`src/rtg_pkg.sv`:
```
// Shared widths, burst and FIFO constants for the RTG display stream, referenced by scoped names
package rtg_pkg;

  ////////////////////////////////////////////////////////////
  // Memory side
  ////////////////////////////////////////////////////////////

  localparam int ADDR_W     = 26;              // SDRAM byte address width
  localparam int BASE_LSB   = 4;               // Base address kept from bit 4 up
  localparam int WORD_W     = 16;              // Pixel word and SDRAM data width
  localparam int MANGLE_BIT = 23;              // Bit flipped by the CPU mapping

  // Words per memory burst, one fill pulse each
  localparam int BURST_WORDS = 4;
  localparam int BCNT_W      = $clog2(BURST_WORDS); // Fill pulse counter width

  ////////////////////////////////////////////////////////////
  // Stream FIFO
  ////////////////////////////////////////////////////////////

  localparam int FIFO_DEPTH = 16;              // Words held between fetch and display
  localparam int FIFO_AW    = 4;               // Pointer width, wraps at depth
  localparam int CNT_W      = 5;               // Occupancy 0..FIFO_DEPTH

  ////////////////////////////////////////////////////////////
  // Pixel side
  ////////////////////////////////////////////////////////////

  localparam int COLOR_W = 8;                  // One output colour channel
  localparam int PCLK_W  = 4;                  // Clocks per pixel minus one

  // Field positions inside a 5-6-5 word
  localparam int R16_HI = 15;                  // Red top bit
  localparam int G16_HI = 10;                  // Green top bit, six bits wide

  // Field positions inside a 5-5-5 word
  localparam int R15_HI = 14;                  // Red top bit, bit 15 unused
  localparam int G15_HI = 9;                   // Green top bit, five bits wide

  // Blue sits in the low five bits in both modes
  localparam int B_HI   = 4;

endpackage

```
`src/rtg_fetch.sv`:
```
// Burst fetcher for the RTG stream, reads pixel words from SDRAM and pushes them into the FIFO
module rtg_fetch
(
  input  logic                                          CLK_114,
  input  logic                                          rst_n_i,
  input  logic                                          restart_i,    // Vblank or RTG off
  input  logic [rtg_pkg::ADDR_W-rtg_pkg::BASE_LSB-1:0] base_addr_i,  // Frame start, 16-byte units
  input  logic [rtg_pkg::CNT_W-1:0]                     fifo_count_i, // Words already buffered
  input  logic                                          mem_fill_i,   // One pulse per returned word
  input  logic [rtg_pkg::WORD_W-1:0]                    mem_data_i,
  output logic                                          mem_req_o,    // Burst open
  output logic [rtg_pkg::ADDR_W-1:0]                    mem_addr_o,   // Mangled first-word address
  output logic                                          wr_en_o,      // FIFO push
  output logic [rtg_pkg::WORD_W-1:0]                    wr_data_o
);

  logic [rtg_pkg::ADDR_W-2:0]   word_addr;  // Word address, byte bit 0 implied zero
  logic [rtg_pkg::ADDR_W-2:0]   base_word;  // Base expanded to a word address
  logic [rtg_pkg::ADDR_W-1:0]   byte_addr;
  logic [rtg_pkg::BCNT_W-1:0]   fill_cnt;   // Fill pulses seen in this burst
  logic                         fill_ok;
  logic                         last_fill;
  logic                         room;

  assign base_word = {base_addr_i, {(rtg_pkg::BASE_LSB-1){1'b0}}};
  assign byte_addr = {word_addr, 1'b0};

  ////////////////////////////////////////////////////////////
  // Address mangling as seen by the CPU
  ////////////////////////////////////////////////////////////

  always_comb
  begin
    mem_addr_o = byte_addr;
    // Bit 23 toggles whenever bit 22 or 21 is set
    mem_addr_o[rtg_pkg::MANGLE_BIT] = byte_addr[rtg_pkg::MANGLE_BIT] ^
      (byte_addr[rtg_pkg::MANGLE_BIT-1] | byte_addr[rtg_pkg::MANGLE_BIT-2]);
  end

  // Fill pulses outside an open burst or during restart are dropped
  assign fill_ok   = mem_fill_i & mem_req_o & ~restart_i;
  assign last_fill = fill_ok && (fill_cnt == rtg_pkg::BCNT_W'(rtg_pkg::BURST_WORDS-1));
  assign wr_en_o   = fill_ok;                 // Same-cycle push
  assign wr_data_o = mem_data_i;

  // A full burst still fits in the FIFO
  assign room = ({1'b0, fifo_count_i} + (rtg_pkg::CNT_W+1)'(rtg_pkg::BURST_WORDS))
                <= (rtg_pkg::CNT_W+1)'(rtg_pkg::FIFO_DEPTH);

  ////////////////////////////////////////////////////////////
  // Burst control
  ////////////////////////////////////////////////////////////

  always_ff @(posedge CLK_114 or negedge rst_n_i)
  begin
    if (!rst_n_i)
    begin
      mem_req_o <= 1'b0;
      fill_cnt  <= '0;
      word_addr <= '0;
    end
    else if (restart_i)
    begin
      mem_req_o <= 1'b0;                      // Abandon any open burst
      fill_cnt  <= '0;
      word_addr <= base_word;                 // Back to frame start
    end
    else if (fill_ok)
    begin
      fill_cnt <= fill_cnt + 1'b1;            // Wraps to zero after the last word
      if (last_fill)
      begin
        mem_req_o <= 1'b0;
        word_addr <= word_addr + (rtg_pkg::ADDR_W-1)'(rtg_pkg::BURST_WORDS);
      end
    end
    else if (!mem_req_o && room)
    begin
      mem_req_o <= 1'b1;                      // Open next burst
    end
  end

endmodule

```
`src/rtg_fifo.sv`:
```
// Show-ahead word FIFO between the burst fetcher and the pixel engine, reports its occupancy
module rtg_fifo
(
  input  logic                         CLK_114,
  input  logic                         rst_n_i,
  input  logic                         restart_i,  // Flush on stream restart
  input  logic                         wr_en_i,
  input  logic [rtg_pkg::WORD_W-1:0]   wr_data_i,
  input  logic                         rd_en_i,    // Pop the word on rd_data_o
  output logic [rtg_pkg::WORD_W-1:0]   rd_data_o,  // Head word, valid while not empty
  output logic                         empty_o,
  output logic [rtg_pkg::CNT_W-1:0]    count_o
);

  logic [rtg_pkg::WORD_W-1:0]  mem [rtg_pkg::FIFO_DEPTH];  // Word storage
  logic [rtg_pkg::FIFO_AW-1:0] wr_ptr;
  logic [rtg_pkg::FIFO_AW-1:0] rd_ptr;
  logic                        full;
  logic                        do_wr;
  logic                        do_rd;

  assign full    = (count_o == rtg_pkg::CNT_W'(rtg_pkg::FIFO_DEPTH));
  assign empty_o = (count_o == '0);
  assign do_wr   = wr_en_i & ~full & ~restart_i;   // Overflow guard
  assign do_rd   = rd_en_i & ~empty_o & ~restart_i;

  // Head of queue shown without a read
  assign rd_data_o = mem[rd_ptr];

  always_ff @(posedge CLK_114)
  begin
    if (do_wr)
      mem[wr_ptr] <= wr_data_i;
  end

  ////////////////////////////////////////////////////////////
  // Pointers and occupancy
  ////////////////////////////////////////////////////////////

  always_ff @(posedge CLK_114 or negedge rst_n_i)
  begin
    if (!rst_n_i)
    begin
      wr_ptr  <= '0;
      rd_ptr  <= '0;
      count_o <= '0;
    end
    else if (restart_i)
    begin
      wr_ptr  <= '0;                             // Drop all buffered words
      rd_ptr  <= '0;
      count_o <= '0;
    end
    else
    begin
      if (do_wr)
        wr_ptr <= wr_ptr + 1'b1;                 // Pointer wraps at depth
      if (do_rd)
        rd_ptr <= rd_ptr + 1'b1;
      if (do_wr && !do_rd)
        count_o <= count_o + 1'b1;
      else if (do_rd && !do_wr)
        count_o <= count_o - 1'b1;               // Both at once keeps count
    end
  end

endmodule

```
`src/rtg_pixel_out.sv`:
```
// RTG pixel engine, paces FIFO pops per pixel period and drives registered RGB with a strobe
module rtg_pixel_out
(
  input  logic                         CLK_114,
  input  logic                         rst_n_i,
  input  logic                         restart_i,      // Vblank or RTG off
  input  logic                         rtg_16bit_i,    // 1 for 5-6-5, 0 for 5-5-5
  input  logic [rtg_pkg::PCLK_W-1:0]   pixel_width_i,  // Clocks per pixel minus one
  input  logic                         hblank_i,
  input  logic [rtg_pkg::WORD_W-1:0]   rd_data_i,      // FIFO head word
  input  logic                         empty_i,
  output logic                         rd_en_o,        // Pop strobe
  output logic                         vga_pixel_o,    // One pulse per new pixel
  output logic [rtg_pkg::COLOR_W-1:0]  vga_r_o,
  output logic [rtg_pkg::COLOR_W-1:0]  vga_g_o,
  output logic [rtg_pkg::COLOR_W-1:0]  vga_b_o
);

  logic [rtg_pkg::PCLK_W-1:0]  pix_cnt;   // Pixel period counter
  logic                        blank;
  logic                        at_width;
  logic                        pop;
  logic [rtg_pkg::COLOR_W-1:0] dec_r;
  logic [rtg_pkg::COLOR_W-1:0] dec_g;
  logic [rtg_pkg::COLOR_W-1:0] dec_b;

  ////////////////////////////////////////////////////////////
  // Pixel pacing
  ////////////////////////////////////////////////////////////

  assign blank    = hblank_i | restart_i;
  assign at_width = (pix_cnt == pixel_width_i);
  assign pop      = ~blank & at_width & ~empty_i;  // Waits while FIFO is dry
  assign rd_en_o  = pop;

  always_ff @(posedge CLK_114 or negedge rst_n_i)
  begin
    if (!rst_n_i)
      pix_cnt <= '0;
    else if (blank || pop)
      pix_cnt <= '0;                             // New period
    else if (!at_width)
      pix_cnt <= pix_cnt + 1'b1;
    // At width with no data the counter holds
  end

  ////////////////////////////////////////////////////////////
  // Colour decode
  ////////////////////////////////////////////////////////////

  // Top bits repeat below each field's LSB to fill eight bits
  always_comb
  begin
    if (rtg_16bit_i)
    begin
      dec_r = {rd_data_i[rtg_pkg::R16_HI -: 5], rd_data_i[rtg_pkg::R16_HI -: 3]};
      dec_g = {rd_data_i[rtg_pkg::G16_HI -: 6], rd_data_i[rtg_pkg::G16_HI -: 2]};
    end
    else
    begin
      dec_r = {rd_data_i[rtg_pkg::R15_HI -: 5], rd_data_i[rtg_pkg::R15_HI -: 3]};
      dec_g = {rd_data_i[rtg_pkg::G15_HI -: 5], rd_data_i[rtg_pkg::G15_HI -: 3]};
    end
    dec_b = {rd_data_i[rtg_pkg::B_HI -: 5], rd_data_i[rtg_pkg::B_HI -: 3]};  // Same in both modes
  end

  ////////////////////////////////////////////////////////////
  // Output register
  ////////////////////////////////////////////////////////////

  always_ff @(posedge CLK_114 or negedge rst_n_i)
  begin
    if (!rst_n_i)
    begin
      vga_pixel_o <= 1'b0;
      vga_r_o     <= '0;
      vga_g_o     <= '0;
      vga_b_o     <= '0;
    end
    else
    begin
      vga_pixel_o <= pop;                        // One cycle after the pop
      if (pop)
      begin
        vga_r_o <= dec_r;
        vga_g_o <= dec_g;
        vga_b_o <= dec_b;
      end
      else
      begin
        vga_r_o <= '0;                           // Black between pixels
        vga_g_o <= '0;
        vga_b_o <= '0;
      end
    end
  end

endmodule

```
`src/rtg_video_top.sv`:
```
// RTG display stream top level, joins the burst fetcher, stream FIFO and pixel engine
module rtg_video_top
(
  input  logic                                          CLK_114,
  input  logic                                          rst_n_i,
  input  logic                                          rtg_ena_i,      // RTG screen on
  input  logic                                          rtg_16bit_i,    // 5-6-5 when high
  input  logic [rtg_pkg::PCLK_W-1:0]                    pixel_width_i,
  input  logic [rtg_pkg::ADDR_W-rtg_pkg::BASE_LSB-1:0] base_addr_i,
  input  logic                                          hblank_i,
  input  logic                                          vblank_i,
  input  logic                                          mem_fill_i,
  input  logic [rtg_pkg::WORD_W-1:0]                    mem_data_i,
  output logic                                          mem_req_o,
  output logic [rtg_pkg::ADDR_W-1:0]                    mem_addr_o,
  output logic                                          vga_pixel_o,
  output logic [rtg_pkg::COLOR_W-1:0]                   vga_r_o,
  output logic [rtg_pkg::COLOR_W-1:0]                   vga_g_o,
  output logic [rtg_pkg::COLOR_W-1:0]                   vga_b_o
);

  ////////////////////////////////////////////////////////////
  // Internal stream signals
  ////////////////////////////////////////////////////////////

  logic                         restart;     // Stream reset
  logic                         wr_en;       // Fetch to FIFO
  logic [rtg_pkg::WORD_W-1:0]   wr_data;
  logic [rtg_pkg::CNT_W-1:0]    fifo_count;  // FIFO back to fetch
  logic [rtg_pkg::WORD_W-1:0]   rd_data;     // FIFO to pixel engine
  logic                         empty;
  logic                         rd_en;

  // Each vblank, or RTG off, rewinds the stream to the base
  assign restart = vblank_i | ~rtg_ena_i;

  rtg_fetch rtg_fetch_inst
  (
    .CLK_114      (CLK_114),
    .rst_n_i      (rst_n_i),
    .restart_i    (restart),
    .base_addr_i  (base_addr_i),
    .fifo_count_i (fifo_count),
    .mem_fill_i   (mem_fill_i),
    .mem_data_i   (mem_data_i),
    .mem_req_o    (mem_req_o),
    .mem_addr_o   (mem_addr_o),
    .wr_en_o      (wr_en),
    .wr_data_o    (wr_data)
  );

  rtg_fifo rtg_fifo_inst
  (
    .CLK_114   (CLK_114),
    .rst_n_i   (rst_n_i),
    .restart_i (restart),
    .wr_en_i   (wr_en),
    .wr_data_i (wr_data),
    .rd_en_i   (rd_en),
    .rd_data_o (rd_data),
    .empty_o   (empty),
    .count_o   (fifo_count)
  );

  rtg_pixel_out rtg_pixel_out_inst
  (
    .CLK_114       (CLK_114),
    .rst_n_i       (rst_n_i),
    .restart_i     (restart),
    .rtg_16bit_i   (rtg_16bit_i),
    .pixel_width_i (pixel_width_i),
    .hblank_i      (hblank_i),
    .rd_data_i     (rd_data),
    .empty_i       (empty),
    .rd_en_o       (rd_en),
    .vga_pixel_o   (vga_pixel_o),
    .vga_r_o       (vga_r_o),
    .vga_g_o       (vga_g_o),
    .vga_b_o       (vga_b_o)
  );

endmodule

```
`config.mk`:
```
export PLATFORM = sky130hd
export DESIGN_NAME = rtg_video_top
export DESIGN_NICKNAME = d
export VERILOG_FILES = /design/src/rtg_pkg.sv /design/src/rtg_fetch.sv /design/src/rtg_fifo.sv /design/src/rtg_pixel_out.sv /design/src/rtg_video_top.sv
export SDC_FILE = /design/constraint.sdc
export NUM_CORES = 1
export LEC_CHECK = 0
export BUFFER_PORTS_ARGS = -buffer_cell sky130_fd_sc_hd__buf_4
export CORE_MARGIN = 2
export CORE_UTILIZATION = 60
export DETAILED_ROUTE_END_ITERATION = 16
export GPL_ROUTABILITY_DRIVEN = 0
export HOLD_SLACK_MARGIN = 0.03
export PLACE_DENSITY = 0.79
export SETUP_SLACK_MARGIN = 0.3
export SYNTH_ARGS = -nofsm -noshare
export SYNTH_HDL_FRONTEND = slang
export SYNTH_HIERARCHICAL = 1
export SYNTH_SLANG_ARGS = --single-unit
export TNS_END_PERCENT = 100
```
`constraint.sdc`:
```
create_clock -name CLK_114 -period 6.3 [get_ports CLK_114]
set_clock_uncertainty 0.05 [all_clocks]
set_input_delay 1.575 -clock CLK_114 [delete_from_list [all_inputs] [get_ports CLK_114]]
set_output_delay 1.575 -clock CLK_114 [all_outputs]
set_load 0.1 [all_outputs]
```
# Yosys cells after proc, flatten, opt, wreduce, memory -nomap -nowiden
# Memory sizes are Yosys's and may differ from the RTL's.
# Cells that the tools add are included.
dict set report word_totals {
  ramBits 256
  output_inout_bits 52
  mem_count 1
  word_cells 85
  ff_bits 70
  in_bits 49
}
# memory depth word_bits read_ports rd_ports_with_merged_regs wr line
set mem_list {}
lappend mem_list {rtg_fifo_inst.mem 16 16 1 0 1 rtg_fifo.sv:15} ;# logic [rtg_pkg::WORD_W-1:0] mem [rtg_pkg::FIFO_DEPTH];
dict set report op_classes {
  addsub 8
  eq_ne 5
  reduce_logical 17
  magnitude_cmp 1
  muxes 25
  bitwise 17
}
# operator n
set ops {}
lappend ops {{25-bit 2-to-1 mux} 3}
lappend ops {{8-bit 2-to-1 mux} 5}
lappend ops {{25-bit by 3-bit adder with 25-bit output (second input constant)} 1}
lappend ops {{4-bit 2-to-1 mux} 6}
lappend ops {{5-bit 2-to-1 mux} 3}
lappend ops {{4-bit by 1-bit adder with 4-bit output (second input constant)} 3}
lappend ops {{1-bit bitwise AND} 8}
lappend ops {{2-bit nonzero test} 4}
lappend ops {{5-bit by 3-bit adder with 6-bit output (second input constant)} 1}
lappend ops {{6-bit by 5-bit <= comparator with 1-bit output (second input constant)} 1}
lappend ops {{1-bit 2-to-1 mux} 6}
lappend ops {{3-bit nonzero test} 2}
lappend ops {{5-bit by 1-bit adder with 5-bit output (second input constant)} 1}
lappend ops {{5-bit equality test (second input constant)} 1}
lappend ops {{5-bit zero test} 1}
lappend ops {{1-bit NOT} 5}
lappend ops {{5-bit by 1-bit subtractor with 5-bit output (second input constant)} 1}
lappend ops {{4-bit equality test} 1}
lappend ops {{1-bit logical AND} 4}
lappend ops {{2-bit 2-to-1 mux} 2}
lappend ops {{2-bit AND reduction} 2}
lappend ops {{1-bit zero test} 3}
lappend ops {{3-bit by 2-bit != test with 1-bit output (second input constant)} 1}
lappend ops {{1-bit OR} 3}
lappend ops {{5 further kinds} 5}

# Logic depth before layout (Yosys ltp)
# Gate-level depths: netlist of run 1.
dict set report logic_depth {
  word_depth 12
  mapped_depth 14
  depth_no_buf 11
}

# Cells and area by module
# Netlist of run 1, hierarchy kept.
# module n_inst cells_per_inst seq_area_each_um2 area_each_um2
set by_module_without_submodules {}
lappend by_module_without_submodules {rtg_fifo 1 576 8012.7 10791.6}
lappend by_module_without_submodules {rtg_fetch 1 221 650.6 1843.0}
lappend by_module_without_submodules {rtg_pixel_out 1 93 575.6 1026.0}
lappend by_module_without_submodules {rtg_video_top 1 1 0.0 6.3}

# Worst setup path after synthesis of run 1
# No wires, ideal clock.
dict set report synth_timing {
  path_type {input to register}
  from {input port vblank_i}
  to {register rtg_fifo_inst/count_o[4] in the netlist's numbering}
  required_time_ps 6168
  stages 14
  setup_slack_ps 1676
  t_arrival_ps 4492
  setup_time_ps 82
  n_path_buf 3
  cell_sequence {nand2b_1 or2_2 clkbuf_1 or3_1 buf_2 inv_2 clkbuf_1 o41ai_1 nand3b_1 ha_1 a21oi_1 a21oi_1 a311o_1 a31oi_1}
}
dict set report synth_via {
  elab_chain_cells 11
  word_cells_on_any_way 18
  classes_between {mux: 2; bitwise: 11; reduce/logical: 5}
}
# item line
set synth_rtl {}
lappend synth_rtl {{start, declared} rtg_video_top.sv:11} ;# input logic vblank_i,
lappend synth_rtl {{1-bit OR (*)} rtg_video_top.sv:35} ;# assign restart = vblank_i | ~rtg_ena_i;
lappend synth_rtl {{1-bit OR (*)} rtg_pixel_out.sv:31} ;# assign blank = hblank_i | restart_i;
lappend synth_rtl {{1-bit NOT (*)} rtg_pixel_out.sv:33} ;# assign pop = ~blank & at_width & ~empty_i;
lappend synth_rtl {{1-bit bitwise AND (*) (2 in a row)} rtg_pixel_out.sv:33}
lappend synth_rtl {{via rd_en} rtg_video_top.sv:32} ;# logic rd_en;
lappend synth_rtl {{1-bit bitwise AND (*) (2 in a row)} rtg_fifo.sv:25} ;# assign do_rd = rd_en_i & ~empty_o & ~restart_i;
lappend synth_rtl {{1-bit zero test} rtg_fifo.sv:60} ;# if (do_wr && !do_rd)
lappend synth_rtl {{1-bit logical AND} rtg_fifo.sv:60}
lappend synth_rtl {{5-bit 2-to-1 mux} rtg_fifo.sv:60}
lappend synth_rtl {{5-bit 2-to-1 mux} rtg_fifo.sv:48} ;# else if (restart_i)
lappend synth_rtl {{end signal, assigned} rtg_fifo.sv:61} ;# count_o <= count_o + 1'b1;
lappend synth_rtl {{end signal, assigned} rtg_fifo.sv:63} ;# count_o <= count_o - 1'b1;
lappend synth_rtl {{end, declared} rtg_fifo.sv:12} ;# output logic [rtg_pkg::CNT_W-1:0] count_o
# The timed path passes the listed nets; every way through them passes the cells marked *.
# A chain may end at the register's enable or synchronous reset.

# Final worst setup path of run 1
dict set report layout_timing {
  from {input port vblank_i}
  to {register rtg_fifo_inst/count_o[4] in the netlist's numbering}
}
dict set report layout_via {
  word_cells_on_any_way 18
  classes_between {mux: 2; bitwise: 11; reduce/logical: 5}
}
# item line
set layout_lines {}
lappend layout_lines {{1-bit OR (*)} rtg_video_top.sv:35}
lappend layout_lines {{via restart} rtg_video_top.sv:26} ;# logic restart;
lappend layout_lines {{1-bit NOT (*)} rtg_fetch.sv:41} ;# assign fill_ok = mem_fill_i & mem_req_o & ~restart_i;
lappend layout_lines {{1-bit bitwise AND (*)} rtg_fetch.sv:41}
lappend layout_lines {{via wr_en} rtg_video_top.sv:27} ;# logic wr_en;
lappend layout_lines {{1-bit bitwise AND (*) (2 in a row)} rtg_fifo.sv:24} ;# assign do_wr = wr_en_i & ~full & ~restart_i;
lappend layout_lines {{1-bit logical AND or 1-bit zero test (tied branches)} {rtg_fifo.sv:60, rtg_fifo.sv:62}}
lappend layout_lines {{5-bit 2-to-1 mux or 1-bit logical AND (tied branches)} {rtg_fifo.sv:60, rtg_fifo.sv:62}}
lappend layout_lines {{5-bit 2-to-1 mux or 3-bit nonzero test (tied branches)} n/a}
# Marks and branches as above.

==> impl_results.md, run 1 <==
- Die X: 155 um
- Final setup TNS: 0 ps
- Post-synthesis average cell area: 15.3 um2
- Initial antenna violation count: 0
- Setup crit start kind: input port
- Critical path type: in2reg
- Layout area overhead: 12.5%
- RSZ-0062 raised after global routing: false
- GRT Overall Usage: 25.0%
- Slew Viols, Final: 0
- Floorplan die height: 155 um
- DRC Markers: 0
- Initial core utilization: 60.7%
- Post CTS Setup Buffer Count: 0
- EDFF count, synth: 256
- Clk buf depth: 3
- Synth top cells by count: 256 x edfxtp_1, 75 x mux2i_1, 62 x dfrtp_1
- Via count: 8004
- Synth top area share: 56.2%
- Status: completed
- Clock sinks: between 300 and 400
- Filler cell count: 1445
- I/O Buffers: 97
- Max FO, Critical Path: 10
- Yosys warnings: 6
- Worst Path Arrival: 4960 ps
- Min Tclk post-route: ~4600 ps
- Root Driver: clkbuf_16
- Top cells by area, synth: edfxtp_1 56%, dfrtp_1 11%, mux2i_1 5.5%, mux4_2 5.3%, buf_4 2.7%
- Fmax achieved: 220 MHz
- TritonCTS clock tree: yes
- Cells after Synth: 891
- Synth area leader: edfxtp_1
- Avg WL per Cell: roughly 24 um
- Nets: 1003
- DRT Pass-1 Iters: 5
- Die Footprint: 24000 um2
- Final Hold Fails: 0
- Worst-Margin Slew: 1300 ps
- Post-layout util: 68.4%
- Synth Register Bits: roughly 320
- Core ar.: approximately 23000 um2
- Worst Hold Class: reg2reg
- Seq/Total Area, Yosys: 67.6%
- I/O pin cnt: 101
- Worst EP required: 6710 ps
- CTS buffer count: 30
- Synth cell types: 64
- Area of the mapped netlist: 13700 um2
- Count of final setup violators: 0
- Pre-CTS WS: around 1400 ps
- Maximum vdd drop: 0.247 mV
- Clock Latency Late Sink: 580 ps
- Diode count: 0
- Hold buffers post-CTS: 0
- Leakage power total: around 0.0052 uW
- Slew margin rel.: 13.4%
- Share of layout cells above drive strength 1: 22.9%
- Pwr Density: 292 nW/um2
- Fin worst setup slack: 1750 ps
- Share of flip-flops with an asynchronous set or reset: roughly 19%
- Antenna-violating nets left: 0
- Remaining Overflow, GRT: 0
- Starting DRT DRC Count: 781
- Vias per inst: 6.40
- Clock-pin slew on the worst setup and hold paths: 60 ps
- Largest net degree at the start of global routing: 63
- First-pass GRT wire length: 45.4 mm
- Critical Path Sink Type: register
- Period utilization: 72.3%
- Row Count: 55
- H-tree Lvls: 1
- Vias in the first global route: 7843
- Max cap viols: 0
- Post-CTS resize count: 0
- Drt total wl: 29.7 mm
- Ys flop type: edfxtp_1
- Final HPWL DP: 17.8 mm
- Most frequent cell after synthesis: edfxtp_1
-- cells in the final DEF, fill, tap and decap left out, types with 3 or more instances in the layout --
cell	Yosys	routed
o41ai_1	4	4
nor4_1	4	4
a221oi_1	32	32
and2_1	6	5
buf_4	50	110
o211ai_1	5	5
nand4_1	10	10
a22oi_1	16	16
clkbuf_16	0	30
a31oi_1	10	10
o31ai_1	4	4
o21ai_0	31	31
a21oi_2	3	3
xor2_1	8	8
edfxtp_1	256	256
a21oi_1	10	10
or4_1	7	7
mux2_4	3	3
nand2_1	53	53
nand3b_1	3	3
bufinv_16	0	7
nor2_1	57	48
xnor2_1	14	14
or3_1	5	5
mux2i_1	75	75
clkinv_1	1	12
nor3_1	3	3
conb_1	1	3
nor2_2	0	9
and3_1	4	4
ha_1	12	12
dfrtp_1	62	61
inv_1	10	10
mux4_2	32	32
nand2b_1	5	4
nand3_1	18	18
-- path summary, 6_finish.rpt --
kind	end	cells after the start	start	slack, ps
max	rtg_fifo_inst/count_o[4]	10	vblank_i	1750
min	rtg_fetch_inst/fill_cnt[1]	2	rtg_fetch_inst/fill_cnt[1]	500
max reg2reg	rtg_fifo_inst/count_o[4]	11	rtg_fifo_inst/count_o[0]	1880
min reg2reg	rtg_fetch_inst/fill_cnt[1]	2	rtg_fetch_inst/fill_cnt[1]	500
max in group asynchronous	rtg_fifo_inst/rd_ptr[0]	1	rst_n_i	4540
min in group asynchronous	rtg_fetch_inst/word_addr[21]	1	rst_n_i	1050
-- metrics by stage --
| step | total power, uW | cell area, um2 | hold WS [ps] | cells |
|---|---|---|---|---|
| 2_1_floorplan | 2560 | 13700 | 456 | 893 |
| 3_3_place_gp | 2610 | 14300 | 478 | 1194 |
| 3_5_place_dp | 2620 | 14300 | 498 | 1194 |
| 4_1_cts | 4530 | 15400 | 507 | 1250 |
| 5_1_grt | 4620 | 15400 | 522 | 1250 |
| 6_report | 4490 | 15400 | 503 | 1250 |
-- flip-flops by register name, summed over array words and instances, names as in the netlist --
register / flops
rtg_fifo_inst/mem: 256
rtg_fetch_inst/word_addr: 23
rtg_pixel_out_inst/vga_g_o: 8
rtg_fifo_inst/count_o: 5
rtg_pixel_out_inst/vga_b_o: 5
rtg_pixel_out_inst/vga_r_o: 5
rtg_fifo_inst/rd_ptr: 4
rtg_fifo_inst/wr_ptr: 4
rtg_pixel_out_inst/pix_cnt: 4
rtg_fetch_inst/fill_cnt: 2
rtg_fetch_inst/mem_req_o: 1
rtg_pixel_out_inst/vga_pixel_o: 1
-- cell families after synthesis --
logic type	Yosys count	synth area share [%]
other cells	1	0.0274
fa+ha+maj	13	1.25
simple gates	192	7.05
buf+inv	106	4.65
compound gates	128	6.84
mux	111	11.2
flops	318	67.6
xor+xnor	22	1.41
-- report_power, final --
group	switching (uW)	total, uW	internal, uW
registers	26.6	2310	2290
logic	195	264	69.2
clock network	757	1920	1160
-- per-layer routing --
layer | GRT usage (%) | part of all wire (%)
met4 | 8.64 | 3.4
met5 | 0 | 0
met3 | 4.26 | 8.9
met2 | 39.7 | 48
met1 | 35.7 | 40
-- layout make-up --
| cell class | count | area, um2 | area share [%] |
|---|---|---|---|
| flip-flops and latches | 318 | 9240 | 60.1 |
| multi-input cells | 469 | 3830 | 24.9 |
| inverters | 12 | 45.0 | 0.293 |
| well taps | 285 | 357 | 2.32 |
| repair buffers | 110 | 826 | 5.37 |
| clock inverters | 24 | 319 | 2.07 |
| clock buffers | 32 | 758 | 4.93 |
-- critical path, cell delays in order --
cell      delay (ps)
buf_4            100
nand2b_2         210
nor2_1           720
a21boi_1         590
nand3b_1         330
ha_1             420
a21oi_1          360
a21oi_1          150
a311o_1          330
a31oi_1          170
Power figures use the tool's default switching activity.
==> inputs of run 2 (changes only) <==
==> constraint.sdc (replaced) <==
create_clock -name CLK_114 -period 4.7 [get_ports CLK_114]
set_clock_uncertainty 0.05 [all_clocks]
set_input_delay 1.175 -clock CLK_114 [delete_from_list [all_inputs] [get_ports CLK_114]]
set_output_delay 1.175 -clock CLK_114 [all_outputs]
set_load 0.1 [all_outputs]
==> impl_results.md, run 2 (same netlist as run 1, synthesis figures left out) <==
- I/O Buffers: 97 (unchanged)
- Nets: 1021 (+1.8%)
- Root Driver: clkbuf_16
- Max cap viols: 0 (unchanged)
- Min Tclk post-route: 3840 ps
- Post CTS Setup Buffer Count: 0 (unchanged)
- Fin worst setup slack: 859 ps (-887 ps)
- Diode count: 0 (unchanged)
- Vias in the first global route: 7878 (+0.45%)
- Hold path start: rtg_fetch_inst/fill_cnt[1]
- Largest register FFs: 256 (unchanged)
- Row Count: 55 (unchanged)
- Drt total wl: 29.5 mm (-0.87%)
- Die X: 155 um (unchanged)
- Worst Path Arrival: 4270 ps (-690 ps)
- RSZ-0062 raised after global routing: false
- DRC Markers: 0 (unchanged)
- Hold path cells: 2 (unchanged)
- Clock sinks: 318 (unchanged)
- TritonCTS clock tree: yes
- Slew margin rel.: 35.7% (+22 points)
- Pwr Density: 386 nW/um2 (+32%)
- Clock-pin slew on the worst setup and hold paths: 60 ps (about the same)
- Fmax achieved: around 260 MHz
- Clock Latency Late Sink: 570 ps (about the same)
- Largest regs: rtg_fifo_inst/mem (256), rtg_fetch_inst/word_addr (23), rtg_pixel_out_inst/vga_g_o (8)
- Floorplan die height: 155 um (unchanged)
- Max FO, Critical Path: 15 (+5)
- Remaining Overflow, GRT: 0 (unchanged)
- Maximum vdd drop: 0.368 mV (+49%)
- Most common cell after layout, fill and taps aside: edfxtp_1
- Leakage power total: 0.00534 uW (+1.7%)
- Pre-CTS WS: 456 ps (-904 ps)
- Post-CTS resize count: 0 (unchanged)
- GRT Overall Usage: 24.7% (-0.28 points)
- Critical path type: reg2reg
- Period utilization: 81.7%
- DRT Pass-1 Iters: 7 (+2)
- Post-layout util: 68.9% (+0.51 points)
- Final Hold Fails: 0 (unchanged)
- I/O pin cnt: 101 (unchanged)
- Status: completed
- Share of layout cells above drive strength 1: 24.6% (+1.7 points)
- Initial antenna violation count: 0 (unchanged)
- CTS buffer count: 31 (+3.3%)
- Slew Viols, Final: 0 (unchanged)
- Antenna-violating nets left: 0 (unchanged)
- Starting DRT DRC Count: 672 (-14%)
- Initial core utilization: 60.7% (unchanged)
- Top reg by flops: rtg_fifo_inst/mem
- Reg2Reg Depth: 11 (unchanged)
- Count of final setup violators: 0 (unchanged)
- Avg WL per Cell: 23.2 um (-2.4%)
- Final cell count without fillers: 1269 (+1.5%)
- Worst EP required: 5120 ps (-1590 ps)
- First-pass GRT wire length: 45.0 mm (-0.96%)
- Die Footprint: 24000 um2 (unchanged)
- Via count: 7977 (-0.34%)
- Core ar.: 22500 um2 (unchanged)
- Clk buf depth: 3 (unchanged)
- Vias per inst: 6.29 (-1.8%)
- R2R Path End: rtg_fifo_inst/count_o[4]
- Worst-Margin Slew: 963 ps (-335 ps)
- Most frequent cells in the layout: 256 x edfxtp_1, 126 x buf_4, 75 x mux2i_1, 61 x dfrtp_1, 53 x nand2_1
- Critical Path Sink Type: register
- R2R Setup Slk: 860 ps (-1020 ps)
- Final HPWL DP: 17.5 mm (-1.7%)
- Hold WS: 480 ps (-23.5 ps)
- Largest net degree at the start of global routing: 63 (unchanged)
- Hold EP: rtg_fetch_inst/fill_cnt[1]
- Dpl cells: 1211 (+1.4%)
- FF-to-FF Start: rtg_fifo_inst/count_o[0]
- Worst Hold Class: reg2reg
- H-tree Lvls: 1 (unchanged)
- Setup crit start kind: register
- Layout area overhead: 13.4%
- Hold buffers post-CTS: 0 (unchanged)
- Final setup TNS: 0 ps (unchanged)
-- run 2: cell types whose count changed in the layout (fill, tap and decap cells not counted), sizes merged --
cell / delta
inv: +2
buf: +17
clkinvlp: +1
clkinv: -4
clkbuf: +5
bufinv: -2
-- run 2: how the worst max path moves through the flow --
stage | start | to | cells after the start
floorplan | vblank_i | rtg_fifo_inst/count_o[4] | 14
global placement | vblank_i | rtg_fifo_inst/count_o[4] | 12
detailed placement | vblank_i | rtg_fifo_inst/count_o[4] | 12
CTS | rtg_fifo_inst/count_o[0] | rtg_fifo_inst/count_o[4] | 11
global route | rtg_fifo_inst/count_o[1] | rtg_fifo_inst/count_o[4] | 11
finish | rtg_fifo_inst/count_o[0] | rtg_fifo_inst/count_o[4] | 11
-- run 2: worst max-delay path, cell delays in order (launching register included) --
cell	delay [ps]
dfrtp_1	480
or4_1	760
nor2_1	360
or3_1	200
inv_2	130
o41ai_1	130
nand3b_1	280
ha_1	410
a21oi_1	300
a21oi_1	140
a311o_1	330
a31oi_1	170
-- run 2: power breakdown --
part | switching (uW) | internal, uW | total, uW
Clock | 1030 | 1490 | 2530
Sequential | 35.8 | 3060 | 3100
Combinational | 255 | 93.3 | 348
-- run 2: through the flow --
stage                     area, um2  total power [uW]
final                         15500              5980
after global placement        14400              3500
after CTS                     15500              6010
after global routing          15500              6150
after detailed placement      14400              3510
after floorplan               13700              3440
-- run 2: routing by layer --
metal | part of all wire [%] | track usage, % | vias to the layer above | wire, um
li1 | - | - | 3525 | -
met3 | 8.3 | 3.98 | 60 | 2450
met2 | 49 | 41.2 | 364 | 14500
met1 | 40 | 34.1 | 4028 | 11700
met5 | 0 | 0 | - | 0
met4 | 2.8 | 7.50 | 0 | 814
-- run 2: final cells by class --
class | instances | area [um2]
repair buffers | 127 | 966
flip-flops and latches | 318 | 9240
fillers | 1444 | 7010
multi-input cells | 469 | 3830
clock buffers | 37 | 798
clock inverters | 21 | 254
inverters | 12 | 45.0
well taps | 285 | 357
==> inputs of run 3 (changes only) <==
==> constraint.sdc (replaced) <==
create_clock -name CLK_114 -period 3.6 [get_ports CLK_114]
set_clock_uncertainty 0.05 [all_clocks]
set_input_delay 0.9 -clock CLK_114 [delete_from_list [all_inputs] [get_ports CLK_114]]
set_output_delay 0.9 -clock CLK_114 [all_outputs]
set_load 0.1 [all_outputs]
==> impl_results.md, run 3 (same netlist as run 1, synthesis figures left out) <==
- Status: completed
- Period utilization: 86.4% (+4.6 points)
- Maximum vdd drop: 0.539 mV (+46%)
- Via count: 8138 (+2.0%)
- Worst EP required: 4020 ps (-1100 ps)
- Pwr Density: 494 nW/um2 (+28%)
- Layout area overhead: 15.0%
- Share of layout cells above drive strength 1: 27.3% (+2.8 points)
- Final Hold Fails: 0 (unchanged)
- Clock-pin slew on the worst setup and hold paths: 60 ps (about the same)
- Hold buffers post-CTS: 0 (unchanged)
- Min Tclk post-route: 3110 ps (-732 ps)
- Slowest cell on the critical path: or4_1
- Remaining Overflow, GRT: 0 (unchanged)
- Diode count: 0 (unchanged)
- Avg WL per Cell: 23.9 um (+2.8%)
- Critical path's largest stage delay: 630 ps (-130 ps)
- Largest register FFs: 256 (unchanged)
- Final setup TNS: 0 ps (unchanged)
- Hold WS: 379 ps (-100 ps)
- Leakage power total: 0.00545 uW (+2.1%)
- Dpl cell area: 14700 um2 (+1.6%)
- Starting DRT DRC Count: 808 (+20%)
- Floorplan die height: 155 um (unchanged)
- Core ar.: 22500 um2 (unchanged)
- DRC Markers: 0 (unchanged)
- Setup crit start kind: register
- Worst-Margin Slew: 947 ps (-15.7 ps)
- Clk buf depth: 3 (unchanged)
- First-pass GRT wire length: 47.0 mm (+4.4%)
- Initial core utilization: 60.7% (unchanged)
- Slew Viols, Final: 0 (unchanged)
- RSZ-0062 raised after global routing: false
- R2R Setup Slk: 490 ps (-370 ps)
- Nets: 1041 (+2.0%)
- DRT Pass-1 Iters: 6 (-1)
- Max FO, Critical Path: 7 (-8)
- Die X: 155 um (unchanged)
- Top reg by flops: rtg_fifo_inst/mem
- Final Cell Area: 15700 um2 (+1.5%)
- Initial antenna violation count: 0 (unchanged)
- Slew margin rel.: 36.3% (+0.60 points)
- Final HPWL DP: 19.0 mm (+8.4%)
- Root Driver: clkbuf_16
- Filler cell count: 1453 (+0.62%)
- Multi-input logic area: 3930 um2 (+2.4%)
- FF+latch area: 9240 um2 (unchanged)
- FF-to-FF Start: rtg_fifo_inst/count_o[1]
- Count of final setup violators: 0 (unchanged)
- Sequence of cells on the critical path: or4_1 -> nor2_4 -> or3_1 -> inv_4 -> o41ai_4 -> nand3b_1 -> buf_4 -> ha_4 -> a21oi_4 -> a21oi_2 -> a311o_1 -> a31oi_1
- Most frequent cells in the layout: 256 x edfxtp_1, 145 x buf_4, 75 x mux2i_1, 61 x dfrtp_1, 53 x nand2_1
- Most common cell after layout, fill and taps aside: edfxtp_1
- Worst setup path start: rtg_fifo_inst/count_o[1]
- H-tree Lvls: 1 (unchanged)
- Die Footprint: 24000 um2 (unchanged)
- GRT Overall Usage: 25.9% (+1.2 points)
- Worst Path Arrival: 3530 ps (-740 ps)
- Max cap viols: 0 (unchanged)
- Row Count: 55 (unchanged)
- Largest regs: rtg_fifo_inst/mem (256), rtg_fetch_inst/word_addr (23), rtg_pixel_out_inst/vga_g_o (8)
- Antenna-violating nets left: 0 (unchanged)
- Clock Latency Late Sink: 560 ps (about the same)
- Critical Path Sink Type: register
- TritonCTS clock tree: yes
- I/O pin cnt: 101 (unchanged)
- Vias in the first global route: 8047 (+2.1%)
- I/O Buffers: 97 (unchanged)
- Largest net degree at the start of global routing: 63 (unchanged)
- Critical path type: reg2reg
- Fmax achieved: 322 MHz (+24%)
- CTS buffer count: 31 (unchanged)
- Clock sinks: 318 (unchanged)
- Drt total wl: 30.7 mm (+4.2%)
- Vias per inst: 6.32 (+0.59%)
- Worst Hold Class: in2async
==> run 3: per-layer routing <==
layer,part of all wire [%],up-vias,wire (um),track usage [%]
met3,8.6,50,2660,4.32
met4,1.9,0,579,6.22
met1,41,4104,12600,37.0
met5,0,-,0,0
met2,49,405,14900,42.4
li1,-,3579,-,-
==> run 3: worst paths after layout <==
path,endpoint,cells after the start
worst max-delay path,rtg_fifo_inst/count_o[4],12
worst min-delay path,rtg_fetch_inst/word_addr[19],1
worst max register to register,rtg_fifo_inst/count_o[4],12
worst min register to register,rtg_fetch_inst/fill_cnt[1],2
max in group asynchronous,rtg_fifo_inst/rd_ptr[0],1
min in group CLK_114,rtg_fetch_inst/fill_cnt[1],2
==> run 3: critical path: cells and delay by family, from the launching register on <==
kind            cells  cell delay [ps]
compound gates      5              730
simple gates        4             1230
buf+inv             2              270
flops               1              490
fa+ha+maj           1              260
==> run 3: power by group <==
group	switching (uW)	total (uW)	leakage, uW	internal (uW)
sequential	46.0	4050	0.00311	4000
combinational	353	486	0.00185	134
clock	1310	3230	0.000493	1920
==> run 3: through the flow <==
stage                     power [uW]  std cells  utilization (%)  setup WS [ps]
after CTS                       7820       1285             69.8            346
final                           7760       1287             69.9            491
after global placement          4590       1229             65.2            275
after detailed placement        4600       1229             65.2            185
after global routing            7980       1287             69.9            324
after floorplan                 4500        893                -            181
==> run 3: layout make-up <==
cell class	instances	area share, %
clock buffers	33	4.98
clock inverters	23	1.51
inverters	12	0.302
multi-input cells	469	25.0
flip-flops and latches	318	58.8
well taps	285	2.27
repair buffers	147	7.18
==> run 3: what timing repair did <==
item	in CTS	in global routing
resized for setup	1	1
setup endpoints to repair	1	3
hold endpoints to repair	0	0
pin swaps	0	1
buffers inserted	0	2
